## src/uart_cfg_pkg.sv

```systemverilog
// serial side definitions for the terminal port
// clk_freq must be a whole multiple of baud and of baud*oversampling
// the 25 MHz / 115200 / 16 defaults do not divide exactly
// and run the receiver sample rate about 4 percent fast
package uart_cfg_pkg;

  // one character as it travels on the cpu bus and on the wire
  typedef logic [7:0] byte_t;

  // board clock the defaults were chosen for
  localparam int def_clk_freq = 25_000_000;

  // terminal line rate
  localparam int def_baud = 115_200;

  // receiver samples per bit
  // keep it even and at least 2 so a middle sample exists
  localparam int def_oversampling = 16;

endpackage

```

## src/pia_reg_pkg.sv

```systemverilog
// cpu side register map of the terminal port
// four byte wide registers behind a 2 bit address
// bit 7 carries the status flags in the apple 1 keyboard and display style
package pia_reg_pkg;

  // register offset within the port window
  typedef logic [1:0] reg_addr_t;

  // register select
  // reg_rx reads the keyboard byte with bit 7 high
  // reg_rxcr has keyboard status in bit 7
  // reg_tx takes display writes and shows busy in bit 7 on read
  // reg_txcr has no function and reads zero
  typedef enum reg_addr_t {
    reg_rx   = 2'd0,
    reg_rxcr = 2'd1,
    reg_tx   = 2'd2,
    reg_txcr = 2'd3
  } pia_reg_e;

endpackage

```

## src/baud_tick.sv

```systemverilog
// free running clock divider giving a one cycle tick every div clocks
// div must be 1 or more and is taken as an exact integer
// the count restarts on rst so tick phase is fixed from reset
`timescale 1ns/1ps

module baud_tick #(
  parameter int div = 16
) (
  input  logic clk,
  input  logic rst,
  output logic tick
);

  // at least one counter bit even when div is 1
  localparam int cw = (div > 1) ? $clog2(div) : 1;

  logic [cw-1:0] cnt;
  logic          wrap;

  // last count of the period
  assign wrap = (cnt == cw'(div - 1));

  always_ff @(posedge clk or posedge rst) begin
    if (rst) begin
      cnt  <= '0;
      tick <= 1'b0;
    end else begin
      // tick is registered so it lines up with the cycle after the wrap
      tick <= wrap;
      if (wrap) begin
        cnt <= '0;
      end else begin
        cnt <= cnt + 1'b1;
      end
    end
  end

endmodule

```

## src/uart_tx.sv

```systemverilog
// 8N1 transmitter stepped by an external bit tick
// tx_start is ignored unless the transmitter is idle
// the start bit waits for the next bit_tick so latency varies up to one bit
`timescale 1ns/1ps

module uart_tx (
  input  logic                clk,
  input  logic                rst,
  input  logic                bit_tick,
  input  logic                tx_start,
  input  uart_cfg_pkg::byte_t tx_data,
  output logic                uart_tx,
  output logic                tx_busy
);

  import uart_cfg_pkg::*;

  typedef enum logic [1:0] {
    st_idle,
    st_start,
    st_data,
    st_stop
  } tx_state_e;

  tx_state_e  state;
  logic [2:0] bit_cnt;
  byte_t      shift;

  // busy for the whole frame including the wait for the first tick
  assign tx_busy = (state != st_idle);

  always_ff @(posedge clk or posedge rst) begin
    if (rst) begin
      state   <= st_idle;
      bit_cnt <= '0;
      uart_tx <= 1'b1;
    end else begin
      case (state)
        st_idle: begin
          uart_tx <= 1'b1;
          if (tx_start) begin
            state <= st_start;
          end
        end
        st_start: begin
          // start bit goes out on a tick boundary
          if (bit_tick) begin
            uart_tx <= 1'b0;
            bit_cnt <= '0;
            state   <= st_data;
          end
        end
        st_data: begin
          if (bit_tick) begin
            // lsb first
            uart_tx <= shift[0];
            bit_cnt <= bit_cnt + 1'b1;
            if (bit_cnt == 3'd7) begin
              state <= st_stop;
            end
          end
        end
        st_stop: begin
          // bit_cnt wrapped to 0 on entry
          // first tick drives the stop bit and the second ends it
          if (bit_tick) begin
            uart_tx <= 1'b1;
            if (bit_cnt == 3'd0) begin
              bit_cnt <= 3'd1;
            end else begin
              state <= st_idle;
            end
          end
        end
        default: state <= st_idle;
      endcase
    end
  end

  // data shifter
  always_ff @(posedge clk) begin
    if (state == st_idle && tx_start) begin
      shift <= tx_data;
    end else if (state == st_data && bit_tick) begin
      shift <= {1'b0, shift[7:1]};
    end
  end

endmodule

```

## src/uart_rx.sv

```systemverilog
// oversampling 8N1 receiver fed by a sample tick at baud*oversampling
// oversampling must be even and at least 2
// frames with a low stop bit are dropped without any error output
// rx_idle needs 10 bit times of high line before it rises
`timescale 1ns/1ps

module uart_rx #(
  parameter int oversampling = 16
) (
  input  logic                clk,
  input  logic                rst,
  input  logic                sample_tick,
  input  logic                uart_rx,
  output uart_cfg_pkg::byte_t rx_data,
  output logic                rx_ready,
  output logic                rx_idle
);

  import uart_cfg_pkg::*;

  localparam int cw      = $clog2(oversampling);
  localparam int gap_len = 10 * oversampling;
  localparam int gw      = $clog2(gap_len);

  typedef enum logic [1:0] {
    st_idle,
    st_start,
    st_data,
    st_stop
  } rx_state_e;

  rx_state_e     state;
  logic [2:0]    sync;
  logic          line;
  logic          fall;
  logic [cw-1:0] os_cnt;
  logic [2:0]    bit_cnt;
  logic          mid_tick;
  logic          bit_end;
  byte_t         shift;
  logic [gw-1:0] gap_cnt;

  // sync[1] is the clean line, sync[2] is one clock older for edge detect
  assign line = sync[1];
  assign fall = sync[2] & ~sync[1];

  // middle of the start bit, then one full bit per sample after that
  assign mid_tick = sample_tick && (os_cnt == cw'(oversampling / 2 - 1));
  assign bit_end  = sample_tick && (os_cnt == cw'(oversampling - 1));

  // two flop synchronizer plus edge flop, idles high
  always_ff @(posedge clk or posedge rst) begin
    if (rst) begin
      sync <= 3'b111;
    end else begin
      sync <= {sync[1:0], uart_rx};
    end
  end

  always_ff @(posedge clk or posedge rst) begin
    if (rst) begin
      state    <= st_idle;
      os_cnt   <= '0;
      bit_cnt  <= '0;
      rx_ready <= 1'b0;
    end else begin
      rx_ready <= 1'b0;
      case (state)
        st_idle: begin
          if (fall) begin
            os_cnt <= '0;
            state  <= st_start;
          end
        end
        st_start: begin
          if (mid_tick) begin
            os_cnt  <= '0;
            bit_cnt <= '0;
            // a high line here was a glitch, not a start bit
            state   <= line ? st_idle : st_data;
          end else if (sample_tick) begin
            os_cnt <= os_cnt + 1'b1;
          end
        end
        st_data: begin
          if (bit_end) begin
            os_cnt  <= '0;
            bit_cnt <= bit_cnt + 1'b1;
            if (bit_cnt == 3'd7) begin
              state <= st_stop;
            end
          end else if (sample_tick) begin
            os_cnt <= os_cnt + 1'b1;
          end
        end
        st_stop: begin
          if (bit_end) begin
            os_cnt   <= '0;
            rx_ready <= line;
            state    <= st_idle;
          end else if (sample_tick) begin
            os_cnt <= os_cnt + 1'b1;
          end
        end
        default: state <= st_idle;
      endcase
    end
  end

  // data path, bits arrive lsb first
  always_ff @(posedge clk) begin
    if (state == st_data && bit_end) begin
      shift <= {line, shift[7:1]};
    end
    if (state == st_stop && bit_end && line) begin
      rx_data <= shift;
    end
  end

  // line idle detect, any low level restarts the gap count
  always_ff @(posedge clk or posedge rst) begin
    if (rst) begin
      gap_cnt <= '0;
      rx_idle <= 1'b1;
    end else if (!line) begin
      gap_cnt <= '0;
      rx_idle <= 1'b0;
    end else if (sample_tick && !rx_idle) begin
      if (gap_cnt == gw'(gap_len - 1)) begin
        rx_idle <= 1'b1;
      end else begin
        gap_cnt <= gap_cnt + 1'b1;
      end
    end
  end

endmodule

```

## src/uart_regs.sv

```systemverilog
// cpu register block of the terminal port
// single byte receive holding register, new bytes are dropped while it is full
// the first write to reg_tx after reset is swallowed as the monitor pia setup
// writes while the transmitter is busy are lost
`timescale 1ns/1ps

module uart_regs (
  input  logic                   clk,
  input  logic                   rst,
  input  logic                   enable,
  input  pia_reg_pkg::reg_addr_t address,
  input  logic                   w_en,
  input  uart_cfg_pkg::byte_t    din,
  output uart_cfg_pkg::byte_t    dout,
  output logic                   tx_start,
  output uart_cfg_pkg::byte_t    tx_data,
  input  logic                   tx_busy,
  input  uart_cfg_pkg::byte_t    rx_data,
  input  logic                   rx_ready,
  input  logic                   rx_idle,
  output logic                   uart_cts
);

  import uart_cfg_pkg::*;
  import pia_reg_pkg::*;

  pia_reg_e reg_sel;
  byte_t    rx_byte;
  logic     rx_status;
  logic     rx_ack;
  logic     tx_init;
  logic     tx_go;
  logic     ack_go;

  assign reg_sel = pia_reg_e'(address);

  // send only after the setup write, when idle, and not right after a start
  assign tx_go = (reg_sel == reg_tx) && w_en && tx_init && !tx_busy && !tx_start;

  // keyboard read with enable acknowledges a waiting byte once
  assign ack_go = (reg_sel == reg_rx) && !w_en && enable && rx_status && !rx_ack;

  // terminal may not send while a frame arrives or a byte is unread
  assign uart_cts = !rx_idle || rx_status;

  // receive holding register
  // an ack on the same edge as rx_ready wins, so that byte is lost
  always_ff @(posedge clk or posedge rst) begin
    if (rst) begin
      rx_status <= 1'b0;
      rx_byte   <= '0;
    end else begin
      if (rx_ready && !rx_status) begin
        rx_status <= 1'b1;
        rx_byte   <= rx_data;
      end
      if (rx_ack) begin
        rx_status <= 1'b0;
      end
    end
  end

  // bus side strobes and registered read data
  always_ff @(posedge clk or posedge rst) begin
    if (rst) begin
      dout     <= '0;
      tx_start <= 1'b0;
      rx_ack   <= 1'b0;
      tx_init  <= 1'b0;
    end else begin
      tx_start <= tx_go;
      rx_ack   <= ack_go;
      if (reg_sel == reg_tx && w_en && enable && !tx_init) begin
        tx_init <= 1'b1;
      end
      case (reg_sel)
        // keyboard bit 7 always reads high
        reg_rx:   dout <= {1'b1, rx_byte[6:0]};
        reg_rxcr: dout <= {rx_status, 7'b0};
        reg_tx:   dout <= {tx_busy, 7'b0};
        reg_txcr: dout <= '0;
        default:  dout <= '0;
      endcase
    end
  end

  // display byte, terminal is 7 bit so bit 7 goes out low
  always_ff @(posedge clk) begin
    if (tx_go) begin
      tx_data <= {1'b0, din[6:0]};
    end
  end

endmodule

```

## src/pia_uart.sv

```systemverilog
// apple 1 style keyboard and display port over an 8N1 serial line
// clk_freq must divide exactly by baud and by baud*oversampling
// no parity, no fifo, no interrupt and no transmit flow control
`timescale 1ns/1ps

module pia_uart #(
  parameter int clk_freq     = uart_cfg_pkg::def_clk_freq,
  parameter int baud         = uart_cfg_pkg::def_baud,
  parameter int oversampling = uart_cfg_pkg::def_oversampling
) (
  input  logic                   clk,
  input  logic                   rst,
  input  logic                   enable,
  input  pia_reg_pkg::reg_addr_t address,
  input  logic                   w_en,
  input  uart_cfg_pkg::byte_t    din,
  output uart_cfg_pkg::byte_t    dout,
  input  logic                   uart_rx,
  output logic                   uart_tx,
  output logic                   uart_cts
);

  import uart_cfg_pkg::*;

  // clocks per bit and per receiver sample
  localparam int bit_div    = clk_freq / baud;
  localparam int sample_div = clk_freq / (baud * oversampling);

  logic  bit_tick;
  logic  sample_tick;
  logic  tx_start;
  logic  tx_busy;
  logic  rx_ready;
  logic  rx_idle;
  byte_t tx_data;
  byte_t rx_data;

  uart_regs u_regs (
    .clk      (clk),
    .rst      (rst),
    .enable   (enable),
    .address  (address),
    .w_en     (w_en),
    .din      (din),
    .dout     (dout),
    .tx_start (tx_start),
    .tx_data  (tx_data),
    .tx_busy  (tx_busy),
    .rx_data  (rx_data),
    .rx_ready (rx_ready),
    .rx_idle  (rx_idle),
    .uart_cts (uart_cts)
  );

  baud_tick #(.div(bit_div)) u_bit_tick (
    .clk  (clk),
    .rst  (rst),
    .tick (bit_tick)
  );

  baud_tick #(.div(sample_div)) u_sample_tick (
    .clk  (clk),
    .rst  (rst),
    .tick (sample_tick)
  );

  uart_tx u_tx (
    .clk      (clk),
    .rst      (rst),
    .bit_tick (bit_tick),
    .tx_start (tx_start),
    .tx_data  (tx_data),
    .uart_tx  (uart_tx),
    .tx_busy  (tx_busy)
  );

  uart_rx #(.oversampling(oversampling)) u_rx (
    .clk         (clk),
    .rst         (rst),
    .sample_tick (sample_tick),
    .uart_rx     (uart_rx),
    .rx_data     (rx_data),
    .rx_ready    (rx_ready),
    .rx_idle     (rx_idle)
  );

endmodule

```

## config.mk

```make
export PLATFORM = sky130hd
export DESIGN_NAME = pia_uart
export DESIGN_NICKNAME = d
export VERILOG_FILES = /design/src/uart_cfg_pkg.sv /design/src/pia_reg_pkg.sv /design/src/baud_tick.sv /design/src/uart_tx.sv /design/src/uart_rx.sv /design/src/uart_regs.sv /design/src/pia_uart.sv
export SDC_FILE = /design/constraint.sdc
export NUM_CORES = 1
export LEC_CHECK = 0
export ABC_AREA = 1
export BUFFER_PORTS_ARGS = -buffer_cell sky130_fd_sc_hd__buf_2
export CAP_MARGIN = 20
export CORE_ASPECT_RATIO = 0.5
export CORE_MARGIN = 4
export CORE_UTILIZATION = 60
export DETAILED_ROUTE_END_ITERATION = 10
export PLACE_DENSITY = 0.77
export SLEW_MARGIN = 20
export SYNTH_ARGS = -nofsm -noshare
export SYNTH_HDL_FRONTEND = slang
export SYNTH_SLANG_ARGS = --single-unit
```

## constraint.sdc

```tcl
create_clock -name clk -period 2.1 [get_ports clk]
set_input_delay 0.42 -clock clk [delete_from_list [all_inputs] [get_ports clk]]
set_output_delay 0.42 -clock clk [all_outputs]
set_load 0.005 [all_outputs]
```

==> run metrics <==
status completed; Max Slew Vio Count 0; Leak Pwr 2.17 nW; latest clock arrival within the worst-skew pair 340 ps; Cell Pwr Density 978 nW/um2; DRT Wirelength 6810 um; RSZ-0062 raised after global routing false; share of cells above drive strength 1 0.177; wire length per cell 13.3 um; Clock transition at path regs 60 ps; initial drt markers 223; post-synthesis sequential area ratio 0.605; Cells after Synth 380; GRT Residual Overflow 0; VDD IR-drop max 0.376 mV; clock root cell clkbuf_16; Yosys top cell by area dfrtp_1; worst min-delay path class primary input to async pin; Nets 453; antenna violations before repair 0; Min Hold Slack 147 ps; Core Area 6230 um2; met1 usage 0.230; GR Layer Usage met2 0.333; setup violators final 0; Mapped Area 3970 um2; slew margin rel. 0.593; most frequent cells in the layout 66 x nand2_1, 56 x dfrtp_1, 54 x inv_1; CTS tree yes; Worst Skew 10.8 ps; Async S/R FF share, synth 0.678; largest net degree at the start of global routing 35; area share of the largest cell type after synthesis 0.353; number of global-route vias before repair 2,703; Worst EP required 2310 ps; via count 2,613; Max Cap Viol 0; worst-path fanout max 6; gr busiest metal met2; commonest non-fill, non-tap cell in the layout nand2_1; Layout area overhead 13.7%; Port-buffer cells 23; register-to-register setup slack 290 ps; EDFF count, synth 29; top_reg_cell synth dfrtp_1; post-route core utilization 0.724; reg2reg end u_tx.bit_cnt[2]; Tot GR Track Use 0.194; Hold Fails Final Rpt 0; critical setup path kind register to register; Die Width 123 um; Cells after DPL 495; Num CTS Buffers 9; deepest clock path buffer count 2; WP data arrival 2030 ps; Synth Net Count 415; ANT cells 0; clk sinks 90; RePlAce Congestion 0.916; Synth area leaders dfrtp_1 35%, edfxtp_1 22%, ha_1 6.3%; crit path time final 1810 ps; starting density of the core 0.637; Synth warnings 0; post-DP HPWL 4760 um; met3 GRT Util 0.0645; final cell count without fillers 511; total power draw 0.00441 W; FF-to-FF Start u_tx.state[0]; FF+latch count, synth 90; CP Launch Type register; Antenna Violating Nets Remaining 0; synth unique cells 37; post-route DRC violation count 0; first-pass GRT wire length 12,000 um; f_max 0.551 GHz; number of I/O pins 25; drt pass-1 iters 4; reg2reg path depth 8; Sum Neg Setup Slack 0 ps; H-tree depth 3; period utilization 0.864; die height 65.5 um; slew at the pin with the worst max-slew slack 606 ps; Avg Inst Size Synth 10.5 um2; die area 8060 um2; Vias/cell 5.11; Site Rows 20; setup bufs post-CTS 0; Crit. End Element register
-- per-stage QoR --
step	instance area, um2	worst slack (ps)
3_5_place_dp	4230	155
5_1_grt	4510	167
4_1_cts	4510	150
6_report	4510	286
2_1_floorplan	3970	175
3_3_place_gp	4230	253
-- per-layer routing --
layer  vias to the layer above  share of wire
met5                         -              0
met4                         0          0.019
met3                        13          0.052
met2                        40           0.49
met1                      1252           0.44
li1                       1308              -
-- cell type report --
class / count / area [um2]
Inverter: 56 / 210
Clock inverter: 3 / 43.8
Timing Repair Buffer: 31 / 175
Clock buffer: 13 / 240
Sequential cell: 90 / 2400
Multi-Input combinational cell: 230 / 1330
Fill cell: 417 / 1720
Tap cell: 88 / 110
-- sequential cells by signal, indices dropped and copies added (netlist names), 4 cells and up, named ones only --
name / cells
u_regs.dout: 8
u_tx.shift: 7
u_rx.rx_data: 7
u_rx.shift: 8
u_regs.tx_data: 7
u_regs.rx_byte: 7
u_rx.os_cnt: 4
u_rx.gap_cnt: 8
u_bit_tick.cnt: 8
u_sample_tick.cnt: 4
-- worst max path at each step --
stage | cells past startpoint | from | endpoint | slack [ps]
after floorplan | 1 | rst | async pin | 180
after global placement | 4 | u_tx.state[0] | u_tx.shift[6] | 250
after detailed placement | 4 | u_tx.state[0] | u_tx.shift[4] | 150
after CTS | 4 | u_tx.state[0] | u_tx.shift[5] | 150
after global routing | 8 | u_tx.state[0] | u_tx.bit_cnt[1] | 170
final | 8 | u_tx.state[0] | u_tx.bit_cnt[2] | 290
-- critical path: stages (launching register included) --
cell and delay (ps):
dfrtp_1 400, inv_1 100, ha_1 220, buf_4 160, or2_4 260, o21ai_4 210
nand3b_2 160, nand2_1 90, o21ai_0 80
-- cell families after synthesis --
family	count (synthesis)	share of synthesized area
AND/OR/NAND/NOR	151	0.171
flip-flops	90	0.605
buffers and inverters	60	0.0595
AO/OA/AOI/OAI	47	0.0706
adder cells (fa/ha/maj)	20	0.0630
XOR/XNOR	6	0.0132
multiplexers	6	0.0170
-- cell usage after synthesis, types with 2 or more instances --
cell type,count
xor2_1,5
o21ai_2,3
nand3_1,22
inv_1,55
edfxtp_1,29
nand2_1,66
nand4_1,5
ha_1,20
dfrtp_1,56
dfstp_2,5
clkbuf_1,2
a21oi_1,15
o21bai_1,3
or2_2,5
mux2_2,6
o21ai_1,2
nand2_2,3
nor2_1,40
o21ai_0,20
-- timing repair --
| action | 4_1_cts | 5_1_grt |
|---|---|---|
| hold buffers | 0 | 0 |
| resized for setup | 0 | 1 |
| endpoints found under the hold margin | 0 | 0 |
| setup endpoints to repair | 0 | 2 |
-- power by group --
| group | leakage (nW) | internal, W | switching (W) |
|---|---|---|---|
| clock network | 0.138 | 0.000923 | 0.000598 |
| registers | 1.05 | 0.00193 | 0.0000882 |
| logic | 0.974 | 0.000322 | 0.000555 |
Power figures use the tool's default switching activity.
